### src/common/tcb_defines.svh
// bus widths, manager port count and data memory depth
// shared by the package and every RTL module

`ifndef TCB_DEFINES_SVH
`define TCB_DEFINES_SVH

// address width, byte address
`define TCB_AW 16

// data width
`define TCB_DW 32

// byte enable width, one bit per byte lane
`define TCB_BW (`TCB_DW/8)

// number of manager ports on the arbiter
`define TCB_PN 2

// data memory depth in words
`define TCB_MEM_WORDS 64

`endif

### src/common/tcb_pkg.sv
// bus field types and the port select type
// widths come from the defines header

`default_nettype none

`include "tcb_defines.svh"

package tcb_pkg;

  ////////////////////
  // bus fields
  ////////////////////

  // byte address
  typedef logic [`TCB_AW-1:0] tcb_adr_t;

  // data word, used for both write and read data
  typedef logic [`TCB_DW-1:0] tcb_dat_t;

  // byte enables, bit n covers data bits 8n+7..8n
  typedef logic [`TCB_BW-1:0] tcb_ben_t;

  ////////////////////
  // arbitration
  ////////////////////

  // manager port index
  typedef logic [$clog2(`TCB_PN)-1:0] tcb_sel_t;

endpackage : tcb_pkg

`default_nettype wire

### src/design/tcb_mem.sv
// on-chip data memory, bus subordinate
// one cycle from transfer to response
// byte enabled writes, range error above the memory depth

`timescale 1ns/1ps
`default_nettype none

`include "tcb_defines.svh"

module tcb_mem
  import tcb_pkg::*;
(
  // clock and synchronous reset
  input  wire  logic     man,
  input  wire  logic     reset,
  // request
  input  wire  logic     vld,
  input  wire  logic     wen,
  input  wire  tcb_adr_t adr,
  input  wire  tcb_ben_t ben,
  input  wire  tcb_dat_t wdt,
  output logic           rdy,
  // response
  output tcb_dat_t       rdt,
  output logic           err
);

  // word index width inside the array
  localparam int unsigned IW = $clog2(`TCB_MEM_WORDS);

  ////////////////////
  // local signals
  ////////////////////

  // storage
  tcb_dat_t mem [0:`TCB_MEM_WORDS-1];

  // word address, byte address without the two low bits
  logic [`TCB_AW-3:0] wrd_adr;

  // index into the array, valid only when in range
  logic [IW-1:0] idx;

  // address inside the memory
  logic in_rng;

  // handshake
  logic trn;

  ////////////////////
  // decode
  ////////////////////

  assign wrd_adr = adr[`TCB_AW-1:2];
  assign idx     = wrd_adr[IW-1:0];

  // upper word bits must select inside the depth
  assign in_rng  = (32'(wrd_adr) < 32'(`TCB_MEM_WORDS));

  assign trn     = vld & rdy;

  // always ready once out of reset
  // registered, so low on the first cycle after reset too
  always_ff @(posedge man) begin
    if (reset) begin
      rdy <= 1'b0;
    end else begin
      rdy <= 1'b1;
    end
  end

  ////////////////////
  // storage write
  ////////////////////

  // only enabled lanes change
  // out of range writes are dropped
  always_ff @(posedge man) begin
    if (trn && wen && in_rng) begin
      for (int b = 0; b < `TCB_BW; b++) begin
        if (ben[b]) begin
          mem[idx][8*b +: 8] <= wdt[8*b +: 8];
        end
      end
    end
  end

  ////////////////////
  // response
  ////////////////////

  // read data is zero on writes, errors and idle cycles
  // nonblocking read sees the word before a same cycle write
  always_ff @(posedge man) begin
    if (trn && !wen && in_rng) begin
      rdt <= mem[idx];
    end else begin
      rdt <= '0;
    end
  end

  // error only on the cycle after an out of range transfer
  always_ff @(posedge man) begin
    if (reset) begin
      err <= 1'b0;
    end else begin
      err <= trn & ~in_rng;
    end
  end

endmodule : tcb_mem

`default_nettype wire

### src/design/tcb_subsys.sv
// bus subsystem top level
// two managers share one data memory through the arbiter

`timescale 1ns/1ps
`default_nettype none

`include "tcb_defines.svh"

module tcb_subsys
  import tcb_pkg::*;
(
  // clock and synchronous reset
  input  wire  logic     man,
  input  wire  logic     reset,
  // manager ports, indexed by port number
  input  wire  logic     sub_vld [`TCB_PN-1:0],
  input  wire  logic     sub_wen [`TCB_PN-1:0],
  input  wire  tcb_adr_t sub_adr [`TCB_PN-1:0],
  input  wire  tcb_ben_t sub_ben [`TCB_PN-1:0],
  input  wire  tcb_dat_t sub_wdt [`TCB_PN-1:0],
  output logic           sub_rdy [`TCB_PN-1:0],
  output tcb_dat_t       sub_rdt [`TCB_PN-1:0],
  output logic           sub_err [`TCB_PN-1:0]
);

  ////////////////////
  // arbiter to memory
  ////////////////////

  // request, driven by the arbiter
  logic     man_vld;
  logic     man_wen;
  tcb_adr_t man_adr;
  tcb_ben_t man_ben;
  tcb_dat_t man_wdt;

  // ready and response, driven by the memory
  logic     man_rdy;
  tcb_dat_t man_rdt;
  logic     man_err;

  ////////////////////
  // arbiter
  ////////////////////

  tcb_arb tcb_arb_i (
    .man     (man),
    .reset   (reset),
    .sub_vld (sub_vld),
    .sub_wen (sub_wen),
    .sub_adr (sub_adr),
    .sub_ben (sub_ben),
    .sub_wdt (sub_wdt),
    .sub_rdy (sub_rdy),
    .sub_rdt (sub_rdt),
    .sub_err (sub_err),
    .man_vld (man_vld),
    .man_wen (man_wen),
    .man_adr (man_adr),
    .man_ben (man_ben),
    .man_wdt (man_wdt),
    .man_rdy (man_rdy),
    .man_rdt (man_rdt),
    .man_err (man_err)
  );

  ////////////////////
  // data memory
  ////////////////////

  tcb_mem tcb_mem_i (
    .man   (man),
    .reset (reset),
    .vld   (man_vld),
    .wen   (man_wen),
    .adr   (man_adr),
    .ben   (man_ben),
    .wdt   (man_wdt),
    .rdy   (man_rdy),
    .rdt   (man_rdt),
    .err   (man_err)
  );

endmodule : tcb_subsys

`default_nettype wire

### src/tcb_arb/tcb_arb.sv
// fixed priority arbiter for the tightly coupled bus
// request multiplexer, response demultiplexer
// port 0 always has the highest priority

`timescale 1ns/1ps
`default_nettype none

`include "tcb_defines.svh"

module tcb_arb
  import tcb_pkg::*;
(
  // clock and synchronous reset
  input  wire  logic     man,
  input  wire  logic     reset,
  // subordinate side, one set per manager
  input  wire  logic     sub_vld [`TCB_PN-1:0],
  input  wire  logic     sub_wen [`TCB_PN-1:0],
  input  wire  tcb_adr_t sub_adr [`TCB_PN-1:0],
  input  wire  tcb_ben_t sub_ben [`TCB_PN-1:0],
  input  wire  tcb_dat_t sub_wdt [`TCB_PN-1:0],
  output logic           sub_rdy [`TCB_PN-1:0],
  output tcb_dat_t       sub_rdt [`TCB_PN-1:0],
  output logic           sub_err [`TCB_PN-1:0],
  // manager side, toward the memory
  output logic           man_vld,
  output logic           man_wen,
  output tcb_adr_t       man_adr,
  output tcb_ben_t       man_ben,
  output tcb_dat_t       man_wdt,
  input  wire  logic     man_rdy,
  input  wire  tcb_dat_t man_rdt,
  input  wire  logic     man_err
);

  ////////////////////
  // priority encoder
  ////////////////////

  // lowest numbered valid port wins
  // scan from the top so the last hit is the lowest index
  // nothing valid gives port 0, whose vld is then low anyway
  function automatic tcb_sel_t pri_enc(input logic [`TCB_PN-1:0] vld);
    tcb_sel_t sel;
    sel = '0;
    for (int i = `TCB_PN-1; i >= 0; i--) begin
      if (vld[i]) begin
        sel = tcb_sel_t'(i);
      end
    end
    return sel;
  endfunction

  ////////////////////
  // local signals
  ////////////////////

  // valids gathered into one vector for the encoder
  logic [`TCB_PN-1:0] vld_vec;

  // live select, request phase
  tcb_sel_t sub_sel;

  // registered select, response phase
  tcb_sel_t man_sel;

  // transfer on the manager side
  logic trn;

  ////////////////////
  // arbiter
  ////////////////////

  // gather request valids
  for (genvar i = 0; i < `TCB_PN; i++) begin : gen_vld
    assign vld_vec[i] = sub_vld[i];
  end : gen_vld

  // same cycle decision, purely combinational
  assign sub_sel = pri_enc(vld_vec);

  // handshake completes when both are high
  assign trn = man_vld & man_rdy;

  // remember who owns the response of this transfer
  // idle cycles keep the old value, the memory answers zero then
  always_ff @(posedge man) begin
    if (reset) begin
      man_sel <= '0;
    end else if (trn) begin
      man_sel <= sub_sel;
    end
  end

  ////////////////////
  // request path
  ////////////////////

  // winner's request goes straight through
  // zero cycles from manager to memory
  assign man_vld = sub_vld[sub_sel];
  assign man_wen = sub_wen[sub_sel];
  assign man_adr = sub_adr[sub_sel];
  assign man_ben = sub_ben[sub_sel];
  assign man_wdt = sub_wdt[sub_sel];

  ////////////////////
  // response path
  ////////////////////

  for (genvar i = 0; i < `TCB_PN; i++) begin : gen_rsp
    // ready only to the live winner, losers are held off
    assign sub_rdy[i] = (sub_sel == tcb_sel_t'(i)) ? man_rdy : 1'b0;
    // read data and error follow the registered select
    // non selected ports see zero and no error
    assign sub_rdt[i] = (man_sel == tcb_sel_t'(i)) ? man_rdt : '0;
    assign sub_err[i] = (man_sel == tcb_sel_t'(i)) ? man_err : 1'b0;
  end : gen_rsp

endmodule : tcb_arb

`default_nettype wire
### config.mk
export PLATFORM = sky130hd
export DESIGN_NAME = tcb_subsys
export DESIGN_NICKNAME = d
export VERILOG_FILES = /design/src/common/tcb_pkg.sv /design/src/design/tcb_mem.sv /design/src/design/tcb_subsys.sv /design/src/tcb_arb/tcb_arb.sv
export VERILOG_INCLUDE_DIRS = /design/src /design/src/common
export SDC_FILE = /design/constraint.sdc
export NUM_CORES = 2
export LEC_CHECK = 0
export BUFFER_PORTS_ARGS = -buffer_cell sky130_fd_sc_hd__clkbuf_2
export CAP_MARGIN = 20
export CORE_UTILIZATION = 48
export CTS_BUF_LIST = sky130_fd_sc_hd__clkbuf_16
export CTS_CLUSTER_DIAMETER = 80
export CTS_CLUSTER_SIZE = 14
export DETAILED_ROUTE_END_ITERATION = 16
export GPL_ROUTABILITY_DRIVEN = 0
export PLACE_DENSITY_LB_ADDON = 0.1
export SETUP_SLACK_MARGIN = 0.3
export SYNTH_ARGS = -nofsm -noshare
export SYNTH_HDL_FRONTEND = slang
export SYNTH_HIERARCHICAL = 1
export SYNTH_SLANG_ARGS = --single-unit
### constraint.sdc
create_clock -name man -period 11.01 [get_ports man]
set_clock_uncertainty 0.1 [all_clocks]
set_input_delay 2.202 -clock man [delete_from_list [all_inputs] [get_ports man]]
set_output_delay 2.202 -clock man [all_outputs]
set_load 0.01 [all_outputs]
==> reports/summary.txt <==
TritonCTS clock tree = yes
Vias in the first global route = 41,898
Final Util = 0.5270
CP Launch Type = primary input
Setup_tns = 0 ns
TritonCTS buffer count = 166
Nets = 4,649
Worst R2R Start = tcb_mem_i/rdy
H-tree Lvls = 4
Total GRT Usage = 0.2615
Critical path fanouts, max = 83
CP endpoint = tcb_mem_i/rdt[26]
Reg2reg setup slack = 8.29 ns
Final Critical Period = 6.634 ns
Antenna viol nets, final = 0
Synth Warn # = 6
WP data required = 11.55 ns
Critical-path cell list = clkbuf_2 > nand2b_4 > mux2_8 > buf_4 > nand2_2 > buf_4 > o22ai_1 > a221oi_1 > and4_1 > a31oi_1
Core Area = 169,300 sq um
HP Class = register to register
Max Root-Sink Buffers = 3
DR WL/cell = 33.30 um
CTS sink cnt = 2,083
Max frequency = 150.7 MHz
Hold Buf Count CTS = 0
Setup crit start = sub_vld[0]
CTS root buffer = clkbuf_16
Clk slew on worst S/H paths = 0.07 ns
Fillcell total = 13,423
Final setup viols = 0
Critical Path AT = 7.17 ns
Post-Syn Nets = 4,544
Worst-skew pair later-pin latency = 0.80 ns
Post-CTS Resized = 0
Setup bufs post-CTS = 0
Via density per instance = 6.318
Drt drc = 0
Most frequent CP cell = buf_4
Initial DRC Count = 5,346
Reg2reg path depth = 4
Routed WL = 227,000 um
Area grow syn2layout = 8.981%
Global-route wire length before repair = 317,300 um
DR vias = 43,074
Height of the die = 415.0 um
Unrepaired setup endpoints after global routing = no
Largest net degree at the start of global routing = 109
# IOs = 178
Pwr Density = 170.4 nW/um^2
Crit end category = register
Die area = 172,200 sq um
Worst Max-Slew Pin Slew = 1.283 ns
Number of I/O port buffers = 173
Slew Limit Fails = 0
Fin crit share = 0.6026
Post-Syn Area = 81,860 sq um
CP max-delay cell = nand2_2
Die W = 415.0 um
Critical Path Max Stage Delay = 0.79 ns
Antenna violations before repair = 22
Setup ws final = 4.376 ns
Drt first pass iters = 6
DP HPWL = 135,800 um
Hold WS = 0.4702 ns
Synth Instances = 4,434
Crit Path Class = primary input to register
GRT Residual Overflow = 0
Rows = 151
Mean area per synthesized cell = 18.46 sq um
Share of cells above drive strength 1 = 0.1685
Max_slew headroom = 0.1426
Max IR drop VDD = 150.7 uV
Reg2reg end = tcb_mem_i/mem[5][30]
Pre-CTS setup slack = 3.585 ns
Initial cell density of the core = 0.4836
Max-cap violations = 0
P_leak = 27.92 nW
Hold Vio Cnt, Final = 0
Status = finished, final reports clean
-- cell type report --
type | instances | area, sq um | area share
inverters | 4 | 15.01 | 0.0001683
clock buffers | 173 | 4329 | 0.04853
repair buffers | 258 | 1564 | 0.01753
diodes | 13 | 32.53 | 0.0003646
flip-flops and latches | 2083 | 62200 | 0.6972
well taps | 2218 | 2775 | 0.03111
multi-input cells | 2026 | 18120 | 0.2032
clock inverters | 43 | 172.7 | 0.001935
-- metrics by stage --
stage	cells	cell area (sq um)	power, W
2_1_floorplan	4434	81860	0.009584
3_3_place_gp	6584	84590	0.009973
3_5_place_dp	6587	84640	0.009988
4_1_cts	6803	89140	0.01531
5_1_grt	6805	89180	0.01563
6_report	6818	89210	0.01520
-- where the power goes --
part	internal [W]	switching, W	total, W	leakage, nW
clock network	0.00278	0.00262	0.00539	2.36
logic	0.000328	0.000717	0.00104	6.88
registers	0.00877	0.00000222	0.00877	18.7
-- metal layers --
layer,global-route usage,part of all wire,routed length (um),up-vias
met3,0.04254,0.077,17390,340
met2,0.4022,0.46,105500,1730
met5,0,0.00041,92,-
met4,0.09787,0.037,8496,14
li1,-,-,-,18143
met1,0.3777,0.42,95520,22847
-- worst min path at each step --
stage / to / depth (start not counted) / slack [ns] / from
2_1_floorplan: tcb_mem_i/err / 2 / 0.38 / tcb_mem_i/rdy
3_3_place_gp: tcb_arb_i/man_sel / 1 / 0.46 / tcb_mem_i/rdy
3_5_place_dp: tcb_arb_i/man_sel / 1 / 0.46 / tcb_mem_i/rdy
4_1_cts: tcb_arb_i/man_sel / 1 / 0.48 / tcb_mem_i/rdy
5_1_grt: tcb_mem_i/err / 2 / 0.52 / tcb_mem_i/rdy
6_report: tcb_arb_i/man_sel / 1 / 0.47 / tcb_mem_i/rdy
-- registers in the layout, summed over array words and instances, names as in the netlist --
| register | count |
|---|---|
| tcb_mem_i/mem | 2048 |
| tcb_mem_i/rdt | 32 |
| tcb_mem_i/rdy | 1 |
| tcb_arb_i/man_sel | 1 |
| tcb_mem_i/err | 1 |
-- cells in the final DEF (no fill, tap or decap), types with 9 or more instances in the layout --
cell,n
edfxtp_1,2048
mux2i_1,265
a22oi_1,265
nor2_1,261
mux4_2,249
o22ai_1,175
clkbuf_16,173
clkbuf_2,173
nand2_1,155
and3_1,86
buf_4,79
nand3b_1,61
nor3b_1,56
o21ai_0,55
inv_1,44
mux2_4,44
and2_1,36
nor2b_1,34
dfxtp_1,34
and4_1,32
a31oi_1,32
a21o_1,28
o2111ai_1,28
a2111oi_0,26
a221oi_1,20
a22o_1,14
diode_2,13
a21oi_1,9
o21ai_1,9
o22a_1,9
-- critical path, delay by kind of cell --
| kind | cells | cell delay, ns |
|---|---|---|
| AOI/OAI and AO/OA | 3 | 1.01 |
| buffers and inverters | 3 | 1.47 |
| muxes | 1 | 0.56 |
| and+or+nand+nor | 3 | 1.72 |
(Power assumes the default switching activity.)
